## src/hdl/mem_params.svh

```systemverilog
`ifndef MEM_PARAMS_SVH
`define MEM_PARAMS_SVH

// Data and register width.
`define MEM_DATA_W 32

// Byte address width, covers the whole memory.
`define MEM_ADDR_W 12

// Number of 32-bit words in the data memory.
`define MEM_DEPTH_WORDS 1024

// Register file index width.
`define MEM_REG_W 5

// Cycles from read request to response.
`define MEM_RD_LAT 2

`endif

```

## src/hdl/mem_types_pkg.sv

```systemverilog
`include "mem_params.svh"

package mem_types_pkg;

  typedef logic [`MEM_DATA_W-1:0] data_t;

  typedef logic [`MEM_ADDR_W-1:0] addr_t;

  typedef logic [`MEM_REG_W-1:0] reg_idx_t;

  // One bit per byte lane.
  typedef logic [`MEM_DATA_W/8-1:0] byte_en_t;

  // Encoded like the RISC-V load/store funct3 field.
  typedef enum logic [2:0] {
    SIZE_B  = 3'b000,
    SIZE_H  = 3'b001,
    SIZE_W  = 3'b010,
    SIZE_BU = 3'b100,
    SIZE_HU = 3'b101
  } access_size_t;

endpackage : mem_types_pkg

```

## src/hdl/mem_bus_pkg.sv

```systemverilog
package mem_bus_pkg;

  // Bundle from the execute stage.
  typedef struct packed {
    logic                       valid;
    logic                       is_load;
    logic                       is_store;
    logic                       reg_wr_en;
    mem_types_pkg::access_size_t access_size;
    mem_types_pkg::data_t        alu_result;
    mem_types_pkg::data_t        rs2_data;
    mem_types_pkg::reg_idx_t     wr_reg;
  } ex_mem_t;

  // Single-cycle request strobes, no ready.
  typedef struct packed {
    logic                        rd;
    logic                        wr;
    mem_types_pkg::addr_t        addr;
    mem_types_pkg::data_t        wdata;
    mem_types_pkg::access_size_t size;
  } mem_req_t;

  typedef struct packed {
    logic                 valid;
    mem_types_pkg::data_t rdata;
  } mem_rsp_t;

  typedef struct packed {
    logic                    valid;
    logic                    reg_wr_en;
    mem_types_pkg::reg_idx_t wr_reg;
    mem_types_pkg::data_t    data;
  } wb_t;

endpackage : mem_bus_pkg

```

## src/hdl/mem_stage.sv

```systemverilog
`timescale 1ns/1ps

`include "mem_params.svh"

module mem_stage (
  input  logic                  clk_i,
  input  logic                  rst_i,
  input  mem_bus_pkg::ex_mem_t  ex_i,
  input  logic                  rsp_valid_i,
  output mem_bus_pkg::mem_req_t req_o,
  output logic                  stall_o,
  output mem_bus_pkg::wb_t      wb_o
);

  typedef enum logic [1:0] {
    IDLE    = 2'b00,
    READY   = 2'b01,
    WAITING = 2'b10
  } state_t;

  state_t state_q;
  state_t state_d;

  always_ff @(posedge clk_i) begin
    if (!rst_i) begin
      state_q <= IDLE;
    end else begin
      state_q <= state_d;
    end
  end

  always_comb begin
    // Address, data and size follow the held bundle.
    req_o.rd       = 1'b0;
    req_o.wr       = 1'b0;
    req_o.addr     = ex_i.alu_result[`MEM_ADDR_W-1:0];
    req_o.wdata    = ex_i.rs2_data;
    req_o.size     = ex_i.access_size;
    wb_o.valid     = 1'b0;
    wb_o.reg_wr_en = 1'b0;
    wb_o.wr_reg    = ex_i.wr_reg;
    wb_o.data      = ex_i.alu_result;
    stall_o        = 1'b0;
    state_d        = state_q;

    unique case (state_q)
      IDLE: begin
        // Hold off upstream for the first cycle out of reset.
        stall_o = 1'b1;
        state_d = READY;
      end
      READY: begin
        if (ex_i.valid) begin
          req_o.rd       = ex_i.is_load;
          req_o.wr       = ex_i.is_store;
          wb_o.valid     = !ex_i.is_load;
          wb_o.reg_wr_en = ex_i.is_load ? 1'b0 : ex_i.reg_wr_en;
          stall_o        = ex_i.is_load;
          state_d        = ex_i.is_load ? WAITING : READY;
        end
      end
      WAITING: begin
        stall_o = 1'b1;
        if (rsp_valid_i) begin
          wb_o.valid     = 1'b1;
          wb_o.reg_wr_en = 1'b1;
          stall_o        = 1'b0;
          state_d        = READY;
        end
      end
      default: begin
        state_d = IDLE;
      end
    endcase
  end

  a_req_only_in_ready : assert property (
    @(posedge clk_i) disable iff (!rst_i)
    (req_o.rd || req_o.wr) |-> (state_q == READY)
  );

  a_rd_wr_exclusive : assert property (
    @(posedge clk_i) disable iff (!rst_i)
    !(req_o.rd && req_o.wr)
  );

  // The memory must answer a read after exactly the fixed latency.
  a_rsp_after_rd : assert property (
    @(posedge clk_i) disable iff (!rst_i)
    req_o.rd |-> ##(`MEM_RD_LAT) rsp_valid_i
  );

endmodule : mem_stage

```

## config.mk

```make
export PLATFORM = sky130hd
export DESIGN_NAME = mem_stage
export DESIGN_NICKNAME = d
export VERILOG_FILES = /design/src/hdl/mem_types_pkg.sv /design/src/hdl/mem_bus_pkg.sv /design/src/hdl/mem_stage.sv
export VERILOG_INCLUDE_DIRS = /design/src /design/src/hdl
export SDC_FILE = /design/constraint.sdc
export NUM_CORES = 1
export LEC_CHECK = 0
export ABC_AREA = 1
export BUFFER_PORTS_ARGS = -buffer_cell sky130_fd_sc_hd__buf_2
export CORE_AREA = 2 2 65 67
export CTS_BUF_LIST = sky130_fd_sc_hd__clkbuf_4 sky130_fd_sc_hd__clkbuf_8
export DETAILED_ROUTE_END_ITERATION = 10
export DIE_AREA = 0 0 67 69
export PLACE_DENSITY = 0.74
export REMOVE_ABC_BUFFERS = 1
export SYNTH_ARGS = -nofsm -noshare
export SYNTH_HDL_FRONTEND = slang
export SYNTH_SLANG_ARGS = --single-unit
```

## constraint.sdc

```tcl
create_clock -name clk_i -period 1.51 [get_ports clk_i]
set_clock_uncertainty 0.15 [all_clocks]
set_input_delay 0 -clock clk_i [delete_from_list [all_inputs] [get_ports clk_i]]
set_output_delay 0 -clock clk_i [all_outputs]
set_load 0.02 [all_outputs]
```

Word level (Yosys, flattened, before mapping)
Cells that the tools add are included.
W data, S select, Z words.
{"block": "classes", "bitwise": 0, "muxes": 13, "n_lt_le_gt_ge": 0, "multipliers": 0, "add_sub_neg": 0, "eq_ne": 4, "reduce_logical": 3, "div": 0, "shifts": 0}
{"cell": "$mux W2", "n": 7}
{"cell": "$pmux W2 S3", "n": 1}
{"cell": "$ne A2 B2 Y1 const B", "n": 2}
{"cell": "$pmux W2 S2", "n": 1}
{"cell": "$mux W1", "n": 3}
{"cell": "$pmux W1 S3", "n": 1}
{"cell": "$eq A2 B1 Y1 const B", "n": 1}
{"cell": "$eq A2 B2 Y1 const B", "n": 1}
{"cell": "$logic_not A2 Y1", "n": 1}
{"cell": "$reduce_and A2 Y1", "n": 1}
{"cell": "$logic_not A1 Y1", "n": 1}
{"block": "totals", "latch_bits": 0, "mem_bits_ro": 0, "out_inout_bits": 89, "wordCells": 21, "ramBits": 0, "regBits": 2, "n_memories": 0, "in_bits": 79}

Longest topological paths before layout
{"block": "depth", "word_depth": 3, "ltp_mapped": 7, "ltp_nobuf": 7}

Worst setup path after synthesis
OpenSTA, ideal clock, no wires.
{"block": "synth_path", "path_kind": "flip-flop to output port", "startpoint": "reg state_q[1]", "endpoint": "out stall_o", "path_buffers": 0, "t_arrival_ps": 1153, "setup_slack_ps": 207, "required_ps": 1360, "stages_incl_launch_ff": 7, "cell_sequence": "dfxtp_1 > inv_1 > ha_1 > nand2_2 > o21ai_1 > nor2_1 > nor2_1"}
{"block": "synth_via", "elab_chain_len": 2, "word_cells_on_any_way": 4, "classes_between": "eq/ne: 2; mux: 1; reduce/logical: 1"}
{"element": "start, declared", "line_no": "mem_stage.sv:21", "source": "state_t state_q;"}
{"element": "start signal, assigned", "line_no": "mem_stage.sv:28", "source": "state_q <= state_d;"}
{"element": "$eq A2 B2 Y1, or another cell as far along", "line_no": "mem_stage.sv:46", "source": "unique case (state_q)"}
{"element": "$pmux W1 S3 (*)", "line_no": "mem_stage.sv:46"}
{"element": "end, declared", "line_no": "mem_stage.sv:11", "source": "output logic stall_o,"}
Mark *: on every way between the ends. The rest lies on a longest branch, timed or not.

Worst setup path after layout
{"block": "layout_path", "startpoint": "reg state_q[0]", "endpoint": "out stall_o"}
The elaborated chain is that of the path after synthesis.

==> impl_summary.txt <==
----------------------------------------------------
[Detailed routing]
  Per-cell via count in the routed design ... 3.828
  WL per Instance ... 35.46 µm
  First-pass iteration count of the detailed router ... 2
  Number of design rule violations left after detail routing ... 0
  Final ANT Viol Nets ... 0
  Vias post-DR ... 712
  DRC violation total after the first TritonRoute iteration ... 28
  WL final ... 6595 µm

[STA]
  Final cycle utilization of the critical path ... 0.9383
  Peak clock frequency supported by timing ... 705.8 MHz
  Min Tclk post-route ... 1.417 ns
  Final setup vio count ... 0
  Total negative slack ... 0 ns
  Number of max-slew violations in the final report ... 0
  Setup repair after global routing missed its margin ... false
  Final hold viol count ... 0
  Worst-case headroom to the max-slew limit ... 0.6445
  Measured slew at the worst slew-check pin ... 0.5315 ns

[Min path]
  Worst hold path cell count ... 5
  Type of the most critical hold path ... input port to flip-flop

[Yosys]
  Mapped Avg Cell Area ... 7.151 µm²
  Top flip-flop cell by instance count after synthesis ... sky130_fd_sc_hd__dfxtp_1
  Area leader, netlist ... sky130_fd_sc_hd__buf_4
  Number of enable-type register cells in the synthesized netlist ... 0
  Cells taking the most area after synthesis ... sky130_fd_sc_hd__buf_4 72%, sky130_fd_sc_hd__ha_1 7.1%, sky130_fd_sc_hd__dfxtp_1 4.6%
  Area share of xor/xnor cells in the synthesized design ... 0
  Area fraction of the dominant cell type after synthesis ... 0.7169
  Netlist Area Pre-Place ... 879.6 µm²
  Synthesized-area fraction occupied by ao, oa, aoi and oai cells ... 0.03556
  Post-synthesis adder-cell area fraction ... 0.07112
  Dominant combinational cell family by area after synthesis ... buffers and inverters
  Cells after Synth ... 123
  Mux share of post-synthesis cell area ... 0
  Yosys reg bits ... 2
  Fraction of the yosys area taken by sequential cells ... 0.04552
  Simple-gate share of the synthesized area ... 0.09673
  Number of warnings printed during yosys synthesis ... 0
  Count of cell types in the netlist ... 14
  Most frequent cell after synthesis ... sky130_fd_sc_hd__buf_4
  Most instantiated cells after synthesis ... 84 x sky130_fd_sc_hd__buf_4, 10 x sky130_fd_sc_hd__nand2_1, 7 x sky130_fd_sc_hd__inv_1
  Async S/R FF share, synth ... 0

[CTS]
  Buffers inserted during post-CTS setup optimization ... 0
  Buffer depth of the longest clock path ... 2
  TritonCTS clock tree ... yes
  Number of levels the H-tree was split into ... 1
  Clock edge transition at the registers on the reported setup and hold paths ... 0.03 ns
  TritonCTS Buffers ... 3
  Cell at the root of the clock tree ... sky130_fd_sc_hd__clkbuf_8
  Total number of clock tree sinks ... 2
  Clock Latency Late Sink ... 0.20 ns

[Cells and area]
  Register containing the most flip-flops in the final layout ... state_q
  Leading registers by flop count ... state_q: 2 flops
  Area added between synthesis and finish ... 36.13%
  Finished Cell Area ... 1197 µm²
  Net count, final ... 212
  Max FFs per register ... 2
  Share of final-layout standard cells stronger than drive strength 1 ... 0.2063

[GRT]
  Pin count of the biggest net entering global routing ... 6
  Global-route usage over all layers ... 0.2762
  Initial antenna violation count ... 7
  Vias in the first global route ... 759
  First-pass GRT wire length ... 8162 µm
  Total gr overflow ... 0

[Critical path]
  Worst EP arrival ... 1.27 ns
  Critical Path RT ... 1.36 ns
  CP max FO ... 4
  Kind of end point of the critical path ... output port
  Number of cells on the worst reg-to-reg path ... 6
  Category of the most critical setup path ... flip-flop to output port
  Launching element type of the critical path ... flip-flop

[Place]
  Half-perimeter wire length after placement ... 6399 µm
  Final estimated routing congestion in global placement ... 0.9489
  Area after DPL ... 366.6 µm²
  Input/output buffers ... 11

[Run]
  Max-cap violations ... 0

[Floorplan]
  Die area ... 4623 µm²
  I/O Pins ... 168
  Width of the die ... 67 µm
  Core outline area ... 3914 µm²
  Starting density of the core ... 0.2247
  Placement row count ... 23
  Die boundary height ... 69 µm

[Power and ir drop]
  Worst-case vdd ir drop ... 0.5585 mV
  Pleak ... 0.5139 nW
  Power per Cell Area ... 628.6 nW/µm²

[Run status]
  Run status ... completed

----------------------------------------------------
routing by layer:
| layer | up-vias | wire [µm] | GRT usage |
|---|---|---|---|
| met5 | - | 0 | 0 |
| met4 | 0 | 217 | 0.1519 |
| met3 | 12 | 777 | 0.1289 |
| met2 | 91 | 3737 | 0.5061 |
| met1 | 303 | 1861 | 0.2349 |
| li1 | 306 | - | - |
power breakdown:
part	internal [mW]	leakage (nW)	switching, mW	total [mW]
clock	0.168	0.0216	0.0350	0.203
sequential	0.0608	0.0175	0.00952	0.0703
combinational	0.178	0.475	0.302	0.479
total	0.407	0.514	0.346	0.753
cell usage in the layout, fill, tap and decap left out:
cell,count
sky130_fd_sc_hd__dlygate4sd3_1,73
sky130_fd_sc_hd__diode_2,10
sky130_fd_sc_hd__buf_2,10
sky130_fd_sc_hd__nand2_1,9
sky130_fd_sc_hd__inv_1,5
sky130_fd_sc_hd__nor2_1,5
sky130_fd_sc_hd__inv_2,3
sky130_fd_sc_hd__a21oi_1,3
sky130_fd_sc_hd__ha_1,3
sky130_fd_sc_hd__clkbuf_8,3
sky130_fd_sc_hd__nand4_1,1
sky130_fd_sc_hd__nand3_1,1
sky130_fd_sc_hd__nand2_4,1
sky130_fd_sc_hd__nor2_4,1
sky130_fd_sc_hd__nand2_2,1
sky130_fd_sc_hd__o21ai_2,1
sky130_fd_sc_hd__a21boi_2,1
sky130_fd_sc_hd__ha_2,1
sky130_fd_sc_hd__ha_4,1
sky130_fd_sc_hd__buf_4,1
sky130_fd_sc_hd__dfxtp_4,1
sky130_fd_sc_hd__dfxtp_2,1
final timing paths:
| kind | slack [ns] | from | to |
|---|---|---|---|
| max | 0.09 | state_q[0] | stall_o |
| min | 0.06 | rsp_valid_i | state_q[1] |
| max reg2reg | 0.28 | state_q[0] | state_q[0] |
| min reg2reg | 0.36 | state_q[1] | state_q[1] |
per-stage QoR:
step                total power, mW  utilization  hold WS [ns]  worst slack, ns  instances
floorplan                    0.1352            -       -0.1500           0.2070         39
detailed placement           0.1675      0.09367       -0.1496           0.1149        100
CTS                          0.7493       0.2954       0.06507         0.005264        176
finish                       0.7527       0.3059       0.05974          0.09310        186
global route                 0.7842       0.3059       0.07556          0.02290        186
global placement             0.1665      0.09367       -0.1496           0.1341        100
kinds of logic (layout without fill, tap and decap cells):
family                   after synthesis  in the layout
flip-flops                             2              2
adder cells (fa/ha/maj)                5              5
other                                  0             10
buffers and inverters                 92             95
AO/OA/AOI/OAI                          5              5
AND/OR/NAND/NOR                       19             19
repair_timing:
item | 4_1_cts | 5_1_grt
hold buffers | 73 | 0
pin swaps | 0 | 0
hold endpoints to repair | 86 | 0
resized for setup | 5 | 7
setup endpoints to repair | 1 | 1
critical path, stage by stage, from the launching register on:
cell and delay, ns:
sky130_fd_sc_hd__dfxtp_4 0.37, sky130_fd_sc_hd__inv_2 0.05, sky130_fd_sc_hd__ha_2 0.20, sky130_fd_sc_hd__nand2_2 0.09, sky130_fd_sc_hd__o21ai_2 0.05, sky130_fd_sc_hd__nor2_1 0.10
sky130_fd_sc_hd__nor2_1 0.05, sky130_fd_sc_hd__buf_4 0.15
area by class of cell:
class                           instances  area, µm²
Fill cell                             446       2716
Timing Repair Buffer                   84      788.3
Multi-Input combinational cell         29      205.2
Tap cell                               50      62.56
Sequential cell                         2      45.04
Clock buffer                            3      41.29
Inverter                                8      30.03
Antenna cell                           10      25.02
(Power assumes the default switching activity.)
