--- src/hdl/mem_params.svh ---
`ifndef MEM_PARAMS_SVH
`define MEM_PARAMS_SVH

// Data and register width.
`define MEM_DATA_W 32

// Byte address width, covers the whole memory.
`define MEM_ADDR_W 12

// Number of 32-bit words in the data memory.
`define MEM_DEPTH_WORDS 1024

// Register file index width.
`define MEM_REG_W 5

// Cycles from read request to response.
`define MEM_RD_LAT 2

`endif

--- src/hdl/mem_types_pkg.sv ---
`include "mem_params.svh"

package mem_types_pkg;

  typedef logic [`MEM_DATA_W-1:0] data_t;

  typedef logic [`MEM_ADDR_W-1:0] addr_t;

  typedef logic [`MEM_REG_W-1:0] reg_idx_t;

  // One bit per byte lane.
  typedef logic [`MEM_DATA_W/8-1:0] byte_en_t;

  // Encoded like the RISC-V load/store funct3 field.
  typedef enum logic [2:0] {
    SIZE_B  = 3'b000,
    SIZE_H  = 3'b001,
    SIZE_W  = 3'b010,
    SIZE_BU = 3'b100,
    SIZE_HU = 3'b101
  } access_size_t;

endpackage : mem_types_pkg

--- src/hdl/mem_bus_pkg.sv ---
package mem_bus_pkg;

  // Bundle from the execute stage.
  typedef struct packed {
    logic                       valid;
    logic                       is_load;
    logic                       is_store;
    logic                       reg_wr_en;
    mem_types_pkg::access_size_t access_size;
    mem_types_pkg::data_t        alu_result;
    mem_types_pkg::data_t        rs2_data;
    mem_types_pkg::reg_idx_t     wr_reg;
  } ex_mem_t;

  // Single-cycle request strobes, no ready.
  typedef struct packed {
    logic                        rd;
    logic                        wr;
    mem_types_pkg::addr_t        addr;
    mem_types_pkg::data_t        wdata;
    mem_types_pkg::access_size_t size;
  } mem_req_t;

  typedef struct packed {
    logic                 valid;
    mem_types_pkg::data_t rdata;
  } mem_rsp_t;

  typedef struct packed {
    logic                    valid;
    logic                    reg_wr_en;
    mem_types_pkg::reg_idx_t wr_reg;
    mem_types_pkg::data_t    data;
  } wb_t;

endpackage : mem_bus_pkg

--- src/hdl/load_align.sv ---
`timescale 1ns/1ps

`include "mem_params.svh"

module load_align (
  input  logic                        clk_i,
  input  logic                        rst_i,
  input  mem_bus_pkg::wb_t            wb_i,
  input  mem_types_pkg::data_t        rdata_i,
  input  logic                        is_load_i,
  input  mem_types_pkg::access_size_t size_i,
  input  logic [1:0]                  offset_i,
  output mem_bus_pkg::wb_t            wb_o
);

  import mem_types_pkg::*;

  logic [7:0]  sel_byte;
  logic [15:0] sel_half;
  data_t       load_val;
  data_t       wb_data_d;

  assign sel_byte = rdata_i[8*offset_i +: 8];
  assign sel_half = rdata_i[16*offset_i[1] +: 16];

  always_comb begin
    unique case (size_i)
      SIZE_B:  load_val = {{(`MEM_DATA_W-8){sel_byte[7]}}, sel_byte};
      SIZE_BU: load_val = {{(`MEM_DATA_W-8){1'b0}}, sel_byte};
      SIZE_H:  load_val = {{(`MEM_DATA_W-16){sel_half[15]}}, sel_half};
      SIZE_HU: load_val = {{(`MEM_DATA_W-16){1'b0}}, sel_half};
      default: load_val = rdata_i;
    endcase
  end

  // Non-loads carry the ALU result.
  assign wb_data_d = is_load_i ? load_val : wb_i.data;

  always_ff @(posedge clk_i) begin
    if (!rst_i) begin
      wb_o.valid     <= 1'b0;
      wb_o.reg_wr_en <= 1'b0;
    end else begin
      wb_o.valid     <= wb_i.valid;
      wb_o.reg_wr_en <= wb_i.reg_wr_en;
    end
  end

  always_ff @(posedge clk_i) begin
    wb_o.wr_reg <= wb_i.wr_reg;
    wb_o.data   <= wb_data_d;
  end

endmodule : load_align

--- config.mk ---
export PLATFORM = sky130hd
export DESIGN_NAME = load_align
export DESIGN_NICKNAME = d
export VERILOG_FILES = /design/src/hdl/mem_types_pkg.sv /design/src/hdl/mem_bus_pkg.sv /design/src/hdl/load_align.sv
export VERILOG_INCLUDE_DIRS = /design/src /design/src/hdl
export SDC_FILE = /design/constraint.sdc
export NUM_CORES = 1
export LEC_CHECK = 0
export BUFFER_PORTS_ARGS = -buffer_cell sky130_fd_sc_hd__buf_2
export CORE_UTILIZATION = 30
export DETAILED_ROUTE_END_ITERATION = 12
export GPL_TIMING_DRIVEN = 0
export SKIP_LAST_GASP = 1
export SYNTH_ARGS = -nofsm -noshare
export SYNTH_HDL_FRONTEND = slang
export SYNTH_SLANG_ARGS = --single-unit
--- constraint.sdc ---
create_clock -name clk_i -period 1.5 [get_ports clk_i]
set_clock_uncertainty 0.2 [all_clocks]
set_input_delay 0.075 -clock clk_i [delete_from_list [all_inputs] [get_ports clk_i]]
set_output_delay 0.075 -clock clk_i [all_outputs]
set_load 0.02 [all_outputs]
### After elaboration in Yosys (flattened, before gate mapping)

Cells that the tools add are included.

| word-level totals | value |
|---|---|
| logic and storage cells | 12 |
| input port bits | 79 |
| flip-flop bits (word level) | 39 |
| output and inout port bits | 39 |

| cells by class | value |
|---|---|
| reduce and logical (&&, ||, !) cells | 1 |
| shift-type cells | 2 |
| eq/ne operators | 3 |
| multiplexer cells | 2 |

Operator list:

| operator | number |
|---|---|
| $pmux W32 S4 | 1 |
| $mux W32 | 1 |
| $shiftx A32 B6 Y16 | 1 |
| $shiftx A32 B6 Y8 | 1 |
| $eq A3 B3 Y1 const B | 2 |
| $eq A3 B1 Y1 const B | 1 |
| $logic_not A3 Y1 | 1 |

### Longest topological paths before layout

Gate-level depths: netlist (run 1).

| depth | value |
|---|---|
| word-level depth | 3 |
| depth in mapped cells | 6 |
| depth with buffers taken out | 4 |

### Least setup slack after synthesis (run 1)

OpenSTA, ideal clock, no wires.

| timing | value |
|---|---|
| path kind | input to register |
| start point | in offset_i[1] |
| end point | reg wb_o[21] (netlist name) |
| data required time | 1179 ps |
| setup time | 121 ps |
| stages on the path | 5 |
| path slack | 84 ps |
| buffers on the path | 1 |
| data arrival time | 1095 ps |
| cells stage by stage | mux4_2 -> nor3b_4 -> nor2_4 -> buf_8 -> a211oi_2 |

| between the ends | value |
|---|---|
| cells in the longest elaborated chain, start to end | 3 |
| elaborated cells on any way between the ends | 4 |
| classes of those cells | 2 x shift; 2 x mux |

Ends and longest elaborated chain:

| item | line | RTL |
|---|---|---|
| start, declared | load_align.sv:12 | `input logic [1:0] offset_i,` |
| $shiftx A32 B6 Y16 / $shiftx A32 B6 Y8 (equally long branches) | load_align.sv:24, load_align.sv:23 |  |
| $pmux W32 S4 * | load_align.sv:27 | `unique case (size_i)` |
| $mux W32 * | load_align.sv:37 | `assign wb_data_d = is_load_i ? load_val : wb_i.data;` |
| named net wb_data_d[21] | load_align.sv:21 | `data_t wb_data_d;` |
| end, declared | load_align.sv:13 | `output mem_bus_pkg::wb_t wb_o` |

Mark *: on every way through the listed nets, which the timed path passes. The rest lies on a longest branch.
A chain may end at the register's enable or synchronous reset.

### Worst setup path in the final report (run 1)

| timing | value |
|---|---|
| start point | in rdata_i[26] |
| end point | reg wb_o[2] (netlist name) |

| between the ends | value |
|---|---|
| cells in the longest elaborated chain, start to end | 3 |

Ends and longest elaborated chain:

| item | line | RTL |
|---|---|---|
| start, declared | load_align.sv:9 | `input mem_types_pkg::data_t rdata_i,` |
| $shiftx A32 B6 Y8 | load_align.sv:23 | `assign sel_byte = rdata_i[8*offset_i +: 8];` |
| $pmux W32 S4 | load_align.sv:27 |  |
| $mux W32 | load_align.sv:37 |  |
| named net wb_data_d[2] | load_align.sv:21 |  |

The timed path passes the listed nets, and every way through them passes these cells.

==> results of run 1 <==
[cells by family (layout without fill, tap and decap cells)]
family,Yosys count,count (layout)
buffers and inverters,25,215
and+or+nand+nor,64,64
DFF,39,39
AOI/OAI and AO/OA,69,69
muxes,15,15
[path summary, 6_finish.rpt]
| path | end | from | cells past startpoint | slack, ns |
|---|---|---|---|---|
| worst max-delay path | wb_o[2] | rdata_i[26] | 5 | 0.04 |
| worst min-delay path | wb_o[19] | size_i[2] | 4 | 0.02 |
[cell type report]
cell class	count	area share, %
timing repair buffer	182	36.93
multi-input combinational	148	30.71
sequential	39	23.23
tap	75	2.792
buffer	16	2.569
clock buffer	5	2.048
inverter	9	1.005
clock inverter	3	0.7074
[power breakdown]
group / internal, uW / switching (uW) / leakage (uW)
clock: 333 / 425 / 0.0000408
sequential: 1140 / 23.8 / 0.000329
combinational: 408 / 440 / 0.00121
[metrics by stage]
stage | power [uW] | utilization (%) | cells | instance area (um2)
floorplan | 1600 | - | 212 | 1924
global placement | 1877 | 42.88 | 403 | 2599
detailed placement | 1884 | 42.88 | 403 | 2599
CTS | 2777 | 55.31 | 477 | 3352
global route | 2901 | 55.45 | 477 | 3361
finish | 2765 | 55.45 | 477 | 3361
[cell usage in the layout, fill, tap and decap left out, types with 5 or more instances in the layout]
cell and instances:
and3_1 5, dlygate4sd3_1 66, a21oi_1 20, nor2_1 20, dfxtp_1 39, a222oi_1 6, nand2_1 22, mux2i_1 8
a22o_1 5, a211oi_1 6, a221o_1 5, o22ai_1 8, clkbuf_8 5, buf_2 117, clkbuf_1 9, inv_1 8
mux2_2 6, a211oi_2 10
[repair_timing]
item | 4_1_cts | 5_1_grt
hold buffers | 66 | 0
endpoints found under the setup margin | 0 | 6
buffers inserted | 0 | 0
endpoints found under the hold margin | 39 | 0
gates resized for setup | 0 | 6
[layer usage]
layer  wire [um]  global-route usage [%]  vias to the layer above  share of wire (%)
li1            -                       -                     1158                  -
met2        3240                   36.03                      114                 46
met4         176                   7.719                        0                2.5
met5           0                       0                        -                  0
met1        3067                   26.05                     1034                 44
met3         511                   4.066                       18                7.3
==> metrics.md, run 1 <==
| Metric | Value |
|---|---|
| Outcome | completed |
| Synth Area in Compound Gates | roughly 28% |
| Critical setup path kind | primary input to flip-flop |
| Largest register FFs | 39 |
| Hold_ws | 0.01794 ns |
| Root buffer cell | clkbuf_8 |
| Seq/Total Area, Yosys | 40.57% |
| Biggest register | wb_o |
| Gr ovfl total | 0 |
| Slowest cell on crit path | dlygate4sd3_1 |
| Fin. Hold Viols | 0 |
| Largest registers | wb_o x39 |
| First-pass GRT wire length | roughly 11000 um |
| Worst path required time | 1.49 ns |
| Min-Delay Path Class | primary input to flip-flop |
| Worst path arrival time | approximately 1.5 ns |
| Area Overhead vs Synth | 74.64% |
| # setup viols final | 0 |
| Largest family of logic cells by synthesized area | compound AO/OA/AOI/OAI gates |
| Syn_area_per_cell | 9.077 um2 |
| Worst VDD drop | 0.6038 mV |
| I/O pin count | about 120 |
| Hpwl dp | 4784 um |
| Headroom to the max-slew limit | 66.02% |
| Initial antenna violation count | 0 |
| GP Congestion | 0.8554 |
| Commonest cells post-synth | dfxtp_1, nand2_1, a21oi_1, nor2_1, clkbuf_1 |
| Register cell area after layout | 780.7 um2 |
| Clk buf depth | 2 |
| Vias per cell | between 4 and 5 |
| Endpoint type of the worst setup path | flip-flop |
| CTS clk-pin slew, worst paths | approximately 0.090 ns |
| Crit path largest cell delay | approximately 0.53 ns |
| Max Clk Rate | about 690 MHz |
| Post-synthesis simple-gate area fraction | 16.64% |
| Count leader, synth | dfxtp_1 |
| Crit-path cells | dlygate4sd3_1 -> buf_2 -> mux2i_1 -> a222oi_1 -> mux2_2 |
| Layout Nets | 480 |
| Starting density of the core | 31.75% |
| Max-Cap Viols | 0 |
| Vias | between 2000 and 2500 |
| ANT nets after route | 0 |
| Final wirelength | between 6000 and 7000 um |
| Main synth FF type | dfxtp_1 |
| Syn_nets | 291 |
| CP Launch Type | primary input |
| Worst Path Max Fanout | 3 |
| Proportion of layout cells with a drive suffix above 1 | a little under two fifths |
| Pre-CTS setup slack | -0.2900 ns |
| RSZ-0062 raised after global routing | false |
| Xor and xnor area share after synthesis | 0% |
| Syn Std Cell Area | 1924 um2 |
| CP bufs+invs | 2 |
| # diodes | 0 |
| First DRT Iteration DRCs | 158 |
| Area of the multi-input gates | 1032 um2 |
| Area share of fa/ha/maj cells after synthesis | 0% |
| Fill cells | 559 |
| Synthesis Warnings | 0 |
| Max-slew violation count | 0 |
| Final WS setup | 0.04180 ns |
| Mux contribution to synthesized area | 8.843% |
| Post-Synthesis Cells | 212 |
| IO Port Bufs | between 100 and 150 |
| GR Util All Layers | a little over a fifth |
| Largest net degree at the start of global routing | 15 |
| Fin crit share | 97.21% |
| Distinct cell type count after synthesis | 35 |
| H-tree depth | 2 |
| Drt pass-1 iters | 6 |
| TNS Setup | 0 ns |
| Clk sinks | 39 |
| Vias in the first global route | 2298 |
| Die width | 82.09 um |
| Leakage | 0.001579 uW |
| Core area | 6061 um2 |
| Register bit total from synthesis | 39 |
| Area leader, netlist | dfxtp_1 |
| Drc violations | 0 |
| Die area | 6739 um2 |
| Fin crit period | 1.458 ns |
| P per Cell Area | between 800 and 900 nW/um2 |
| Worst slew pin tran | 0.5097 ns |
| Yosys top cell area share | 40.57% |
| WL/cell | 14.67 um |
| TritonCTS clock tree | done |
| Number of synthesized flops with an enable pin | 0 |
| Delay-heaviest family, CP | buffers and inverters |
| Total CTS buffers | 5 |
| Synth area leaders | dfxtp_1, a211oi_2, a21oi_1, nand2_1, mux2i_1 |
| Ys async rst share | 0% |
| Die Height | roughly 82 um |
| Core Rows | 28 |
Note: power is estimated with default switching activity, not from simulation.
==> inputs of run 2 (changes only) <==
CORE_MARGIN = 8   (was default)
==> run 2 against run 1 <==
Sequential share of layout area shrank 0.15 points. Cell area rose by 0.63%. Clock power is 21% higher. Worst setup slack worse by 0.012 ns. Final cell count grew 0.63%. Flip-flop and latch count stayed put. Sequential power about the same. Worst hold slack improved by 0.033 ns. Clock-buffer cell count is the same. Global-route usage shrank 4.1 points. Critical path type unchanged. Largest power group unchanged.
==> metrics.md, run 2 (synthesized netlist as in run 1, its figures left out) <==
| Metric | Value |
|---|---|
| GR Util All Layers | 16.97% (was 21.06%) |
| Drc violations | 0 (unchanged) |
| Area of the multi-input gates | 1026 um2 (was 1032 um2) |
| TritonCTS clock tree | done (unchanged) |
| Fill cells | 595 (was 559) |
| Starting density of the core | 30.66% (was 31.75%) |
| Area Overhead vs Synth | 75.75% (was 74.64%) |
| Leakage | 0.001593 uW (was 0.001579 uW) |
| Endpoint type of the worst setup path | flip-flop (unchanged) |
| Hpwl dp | 5607 um (was 4784 um) |
| Core Rows | 29 (was 28) |
| IO Port Bufs | 116 (unchanged) |
| H-tree depth | 2 (unchanged) |
| Setup crit start | rdata_i[28] (was rdata_i[26]) |
| Worst VDD drop | 0.7135 mV (was 0.6038 mV) |
| Die width | 96.09 um (was 82.09 um) |
| Slowest cell on crit path | dlygate4sd3_1 (unchanged) |
| Gr ovfl total | 0 (unchanged) |
| Outcome | completed (unchanged) |
| Vias in the first global route | 2461 (was 2298) |
| Worst path arrival time | 1.46 ns (was 1.45 ns) |
| Crit path largest cell delay | 0.53 ns (about the same) |
| Register cell area after layout | 780.7 um2 (unchanged) |
| P per Cell Area | 866.6 nW/um2 (was 822.6 nW/um2) |
| CTS clk-pin slew, worst paths | 0.09 ns (about the same) |
| First-pass GRT wire length | 12210 um (was 10570 um) |
| Highest-count cells in the layout ignoring fill and taps | buf_2, dlygate4sd3_1, dfxtp_1 (unchanged) |
| Clk sinks | 39 (unchanged) |
| Worst path required time | 1.49 ns (about the same) |
| Critical setup path kind | primary input to flip-flop (unchanged) |
| Vias per cell | 4.790 (was 4.872) |
| Final wirelength | 7855 um (was 6996 um) |
| Worst slew pin tran | 0.4888 ns (was 0.5097 ns) |
| Most common cell after layout, fill and taps aside | buf_2 (unchanged) |
| Non-Filler Instances | 480 (was 477) |
| Worst Path Max Fanout | 3 (unchanged) |
| I/O pin count | 118 (unchanged) |
| Delay-heaviest family, CP | buffers and inverters (unchanged) |
| Final WS setup | 0.02970 ns (was 0.04180 ns) |
| Drt pass-1 iters | 7 (was 6) |
| WL/cell | 16.36 um (was 14.67 um) |
| ANT nets after route | 0 (unchanged) |
| Fin crit share | 98.02% (was 97.21%) |
| Total CTS buffers | 5 (unchanged) |
| Max-slew violation count | 0 (unchanged) |
| GP Congestion | 0.8134 (was 0.8554) |
| First DRT Iteration DRCs | 203 (was 158) |
| Die Height | 96.09 um (was 82.09 um) |
| Hold path start | is_load_i (was size_i[2]) |
| Instance count on the critical path | 5 (unchanged) |
| WHS Path Cells | 3 (was 4) |
| Crit-path cells | dlygate4sd3_1 -> buf_2 -> mux2i_1 -> nand2_1 -> a221o_1 (was dlygate4sd3_1 -> buf_2 -> mux2i_1 -> a222oi_1 -> mux2_2) |
| Hold_ws | 0.05052 ns (was 0.01794 ns) |
| Pre-CTS setup slack | -0.2362 ns (was -0.2900 ns) |
| Layout Nets | 480 (unchanged) |
| Largest register FFs | 39 (unchanged) |
| TNS Setup | 0 ns (unchanged) |
| Largest net degree at the start of global routing | 15 (unchanged) |
| Post-Place Cells | 405 (was 403) |
| Die area | 9233 um2 (was 6739 um2) |
| Power Total | 2931 uW (was 2765 uW) |
| Root buffer cell | clkbuf_8 (unchanged) |
| Proportion of layout cells with a drive suffix above 1 | 37.81% (was 38.31%) |
| Fin. Hold Viols | 0 (unchanged) |
| Fin crit period | 1.470 ns (was 1.458 ns) |
| Biggest register | wb_o (unchanged) |
| Headroom to the max-slew limit | 67.41% (was 66.02%) |
| Postcts setup bufs | 0 (unchanged) |
| Initial antenna violation count | 1 (was 0) |
| Largest registers | wb_o x39 (unchanged) |
| Vias | 2299 (was 2324) |
| Min-Delay Path Class | primary input to flip-flop (unchanged) |
| RSZ-0062 raised after global routing | false (unchanged) |
| Max-Cap Viols | 0 (unchanged) |
| Core area | 6277 um2 (was 6061 um2) |
| Clk buf depth | 2 (unchanged) |
| CP bufs+invs | 2 (unchanged) |
| Max Clk Rate | 680.1 MHz (was 685.8 MHz) |
| # setup viols final | 0 (unchanged) |
| CP Launch Type | primary input (unchanged) |
[run 2: changes by cell type in the layout (fill, tap and decap cells not counted)]
cell        change
a21oi_1         +1
a21oi_2         -1
bufinv_16       +1
clkinvlp_4      -1
diode_2         +1
nand2_1         +1
nand2_2         -1
[run 2: worst paths after layout]
path,endpoint,slack (ns)
max,wb_o[12],0.03
min,wb_o[9],0.05
[run 2: per-stage QoR]
step	area [um2]	util, %
floorplan	1924	-
global placement	2601	41.44
detailed placement	2601	41.44
CTS	3377	53.80
global route	3382	53.88
finish	3382	53.88
[run 2: cell type report]
cell class	count	area share, %
Timing Repair Buffer	182	36.70
Multi-Input combinational cell	148	30.34
Sequential cell	39	23.09
Tap cell	77	2.849
Buffer	16	2.553
Clock buffer	5	2.035
Clock inverter	3	1.369
Inverter	9	0.9989
Antenna cell	1	0.07399
[run 2: tightest hold or removal path, stage by stage]
cell and delay, ns:
buf_2 0.11, clkinv_1 0.16, a22o_1 0.16
[run 2: metal layers]
layer	vias to the layer above	routed length, um	GRT usage, %
li1	1160	-	-
met1	1031	3302	19.55
met2	95	3849	29.51
met3	13	529	4.056
met4	0	174	6.530
met5	-	0	0
[run 2: repair_timing]
| action | CTS | global route |
|---|---|---|
| endpoints found under the setup margin | 0 | 10 |
| hold buffers | 66 | 0 |
| resized for setup | 0 | 4 |
| hold endpoints to repair | 39 | 0 |
[run 2: where the power goes]
part / switching [uW] / internal, uW / leakage (uW)
clock: 418 / 501 / 0.0000548
sequential: 22.1 / 1140 / 0.000329
combinational: 446 / 408 / 0.00121
total: 886 / 2040 / 0.00159
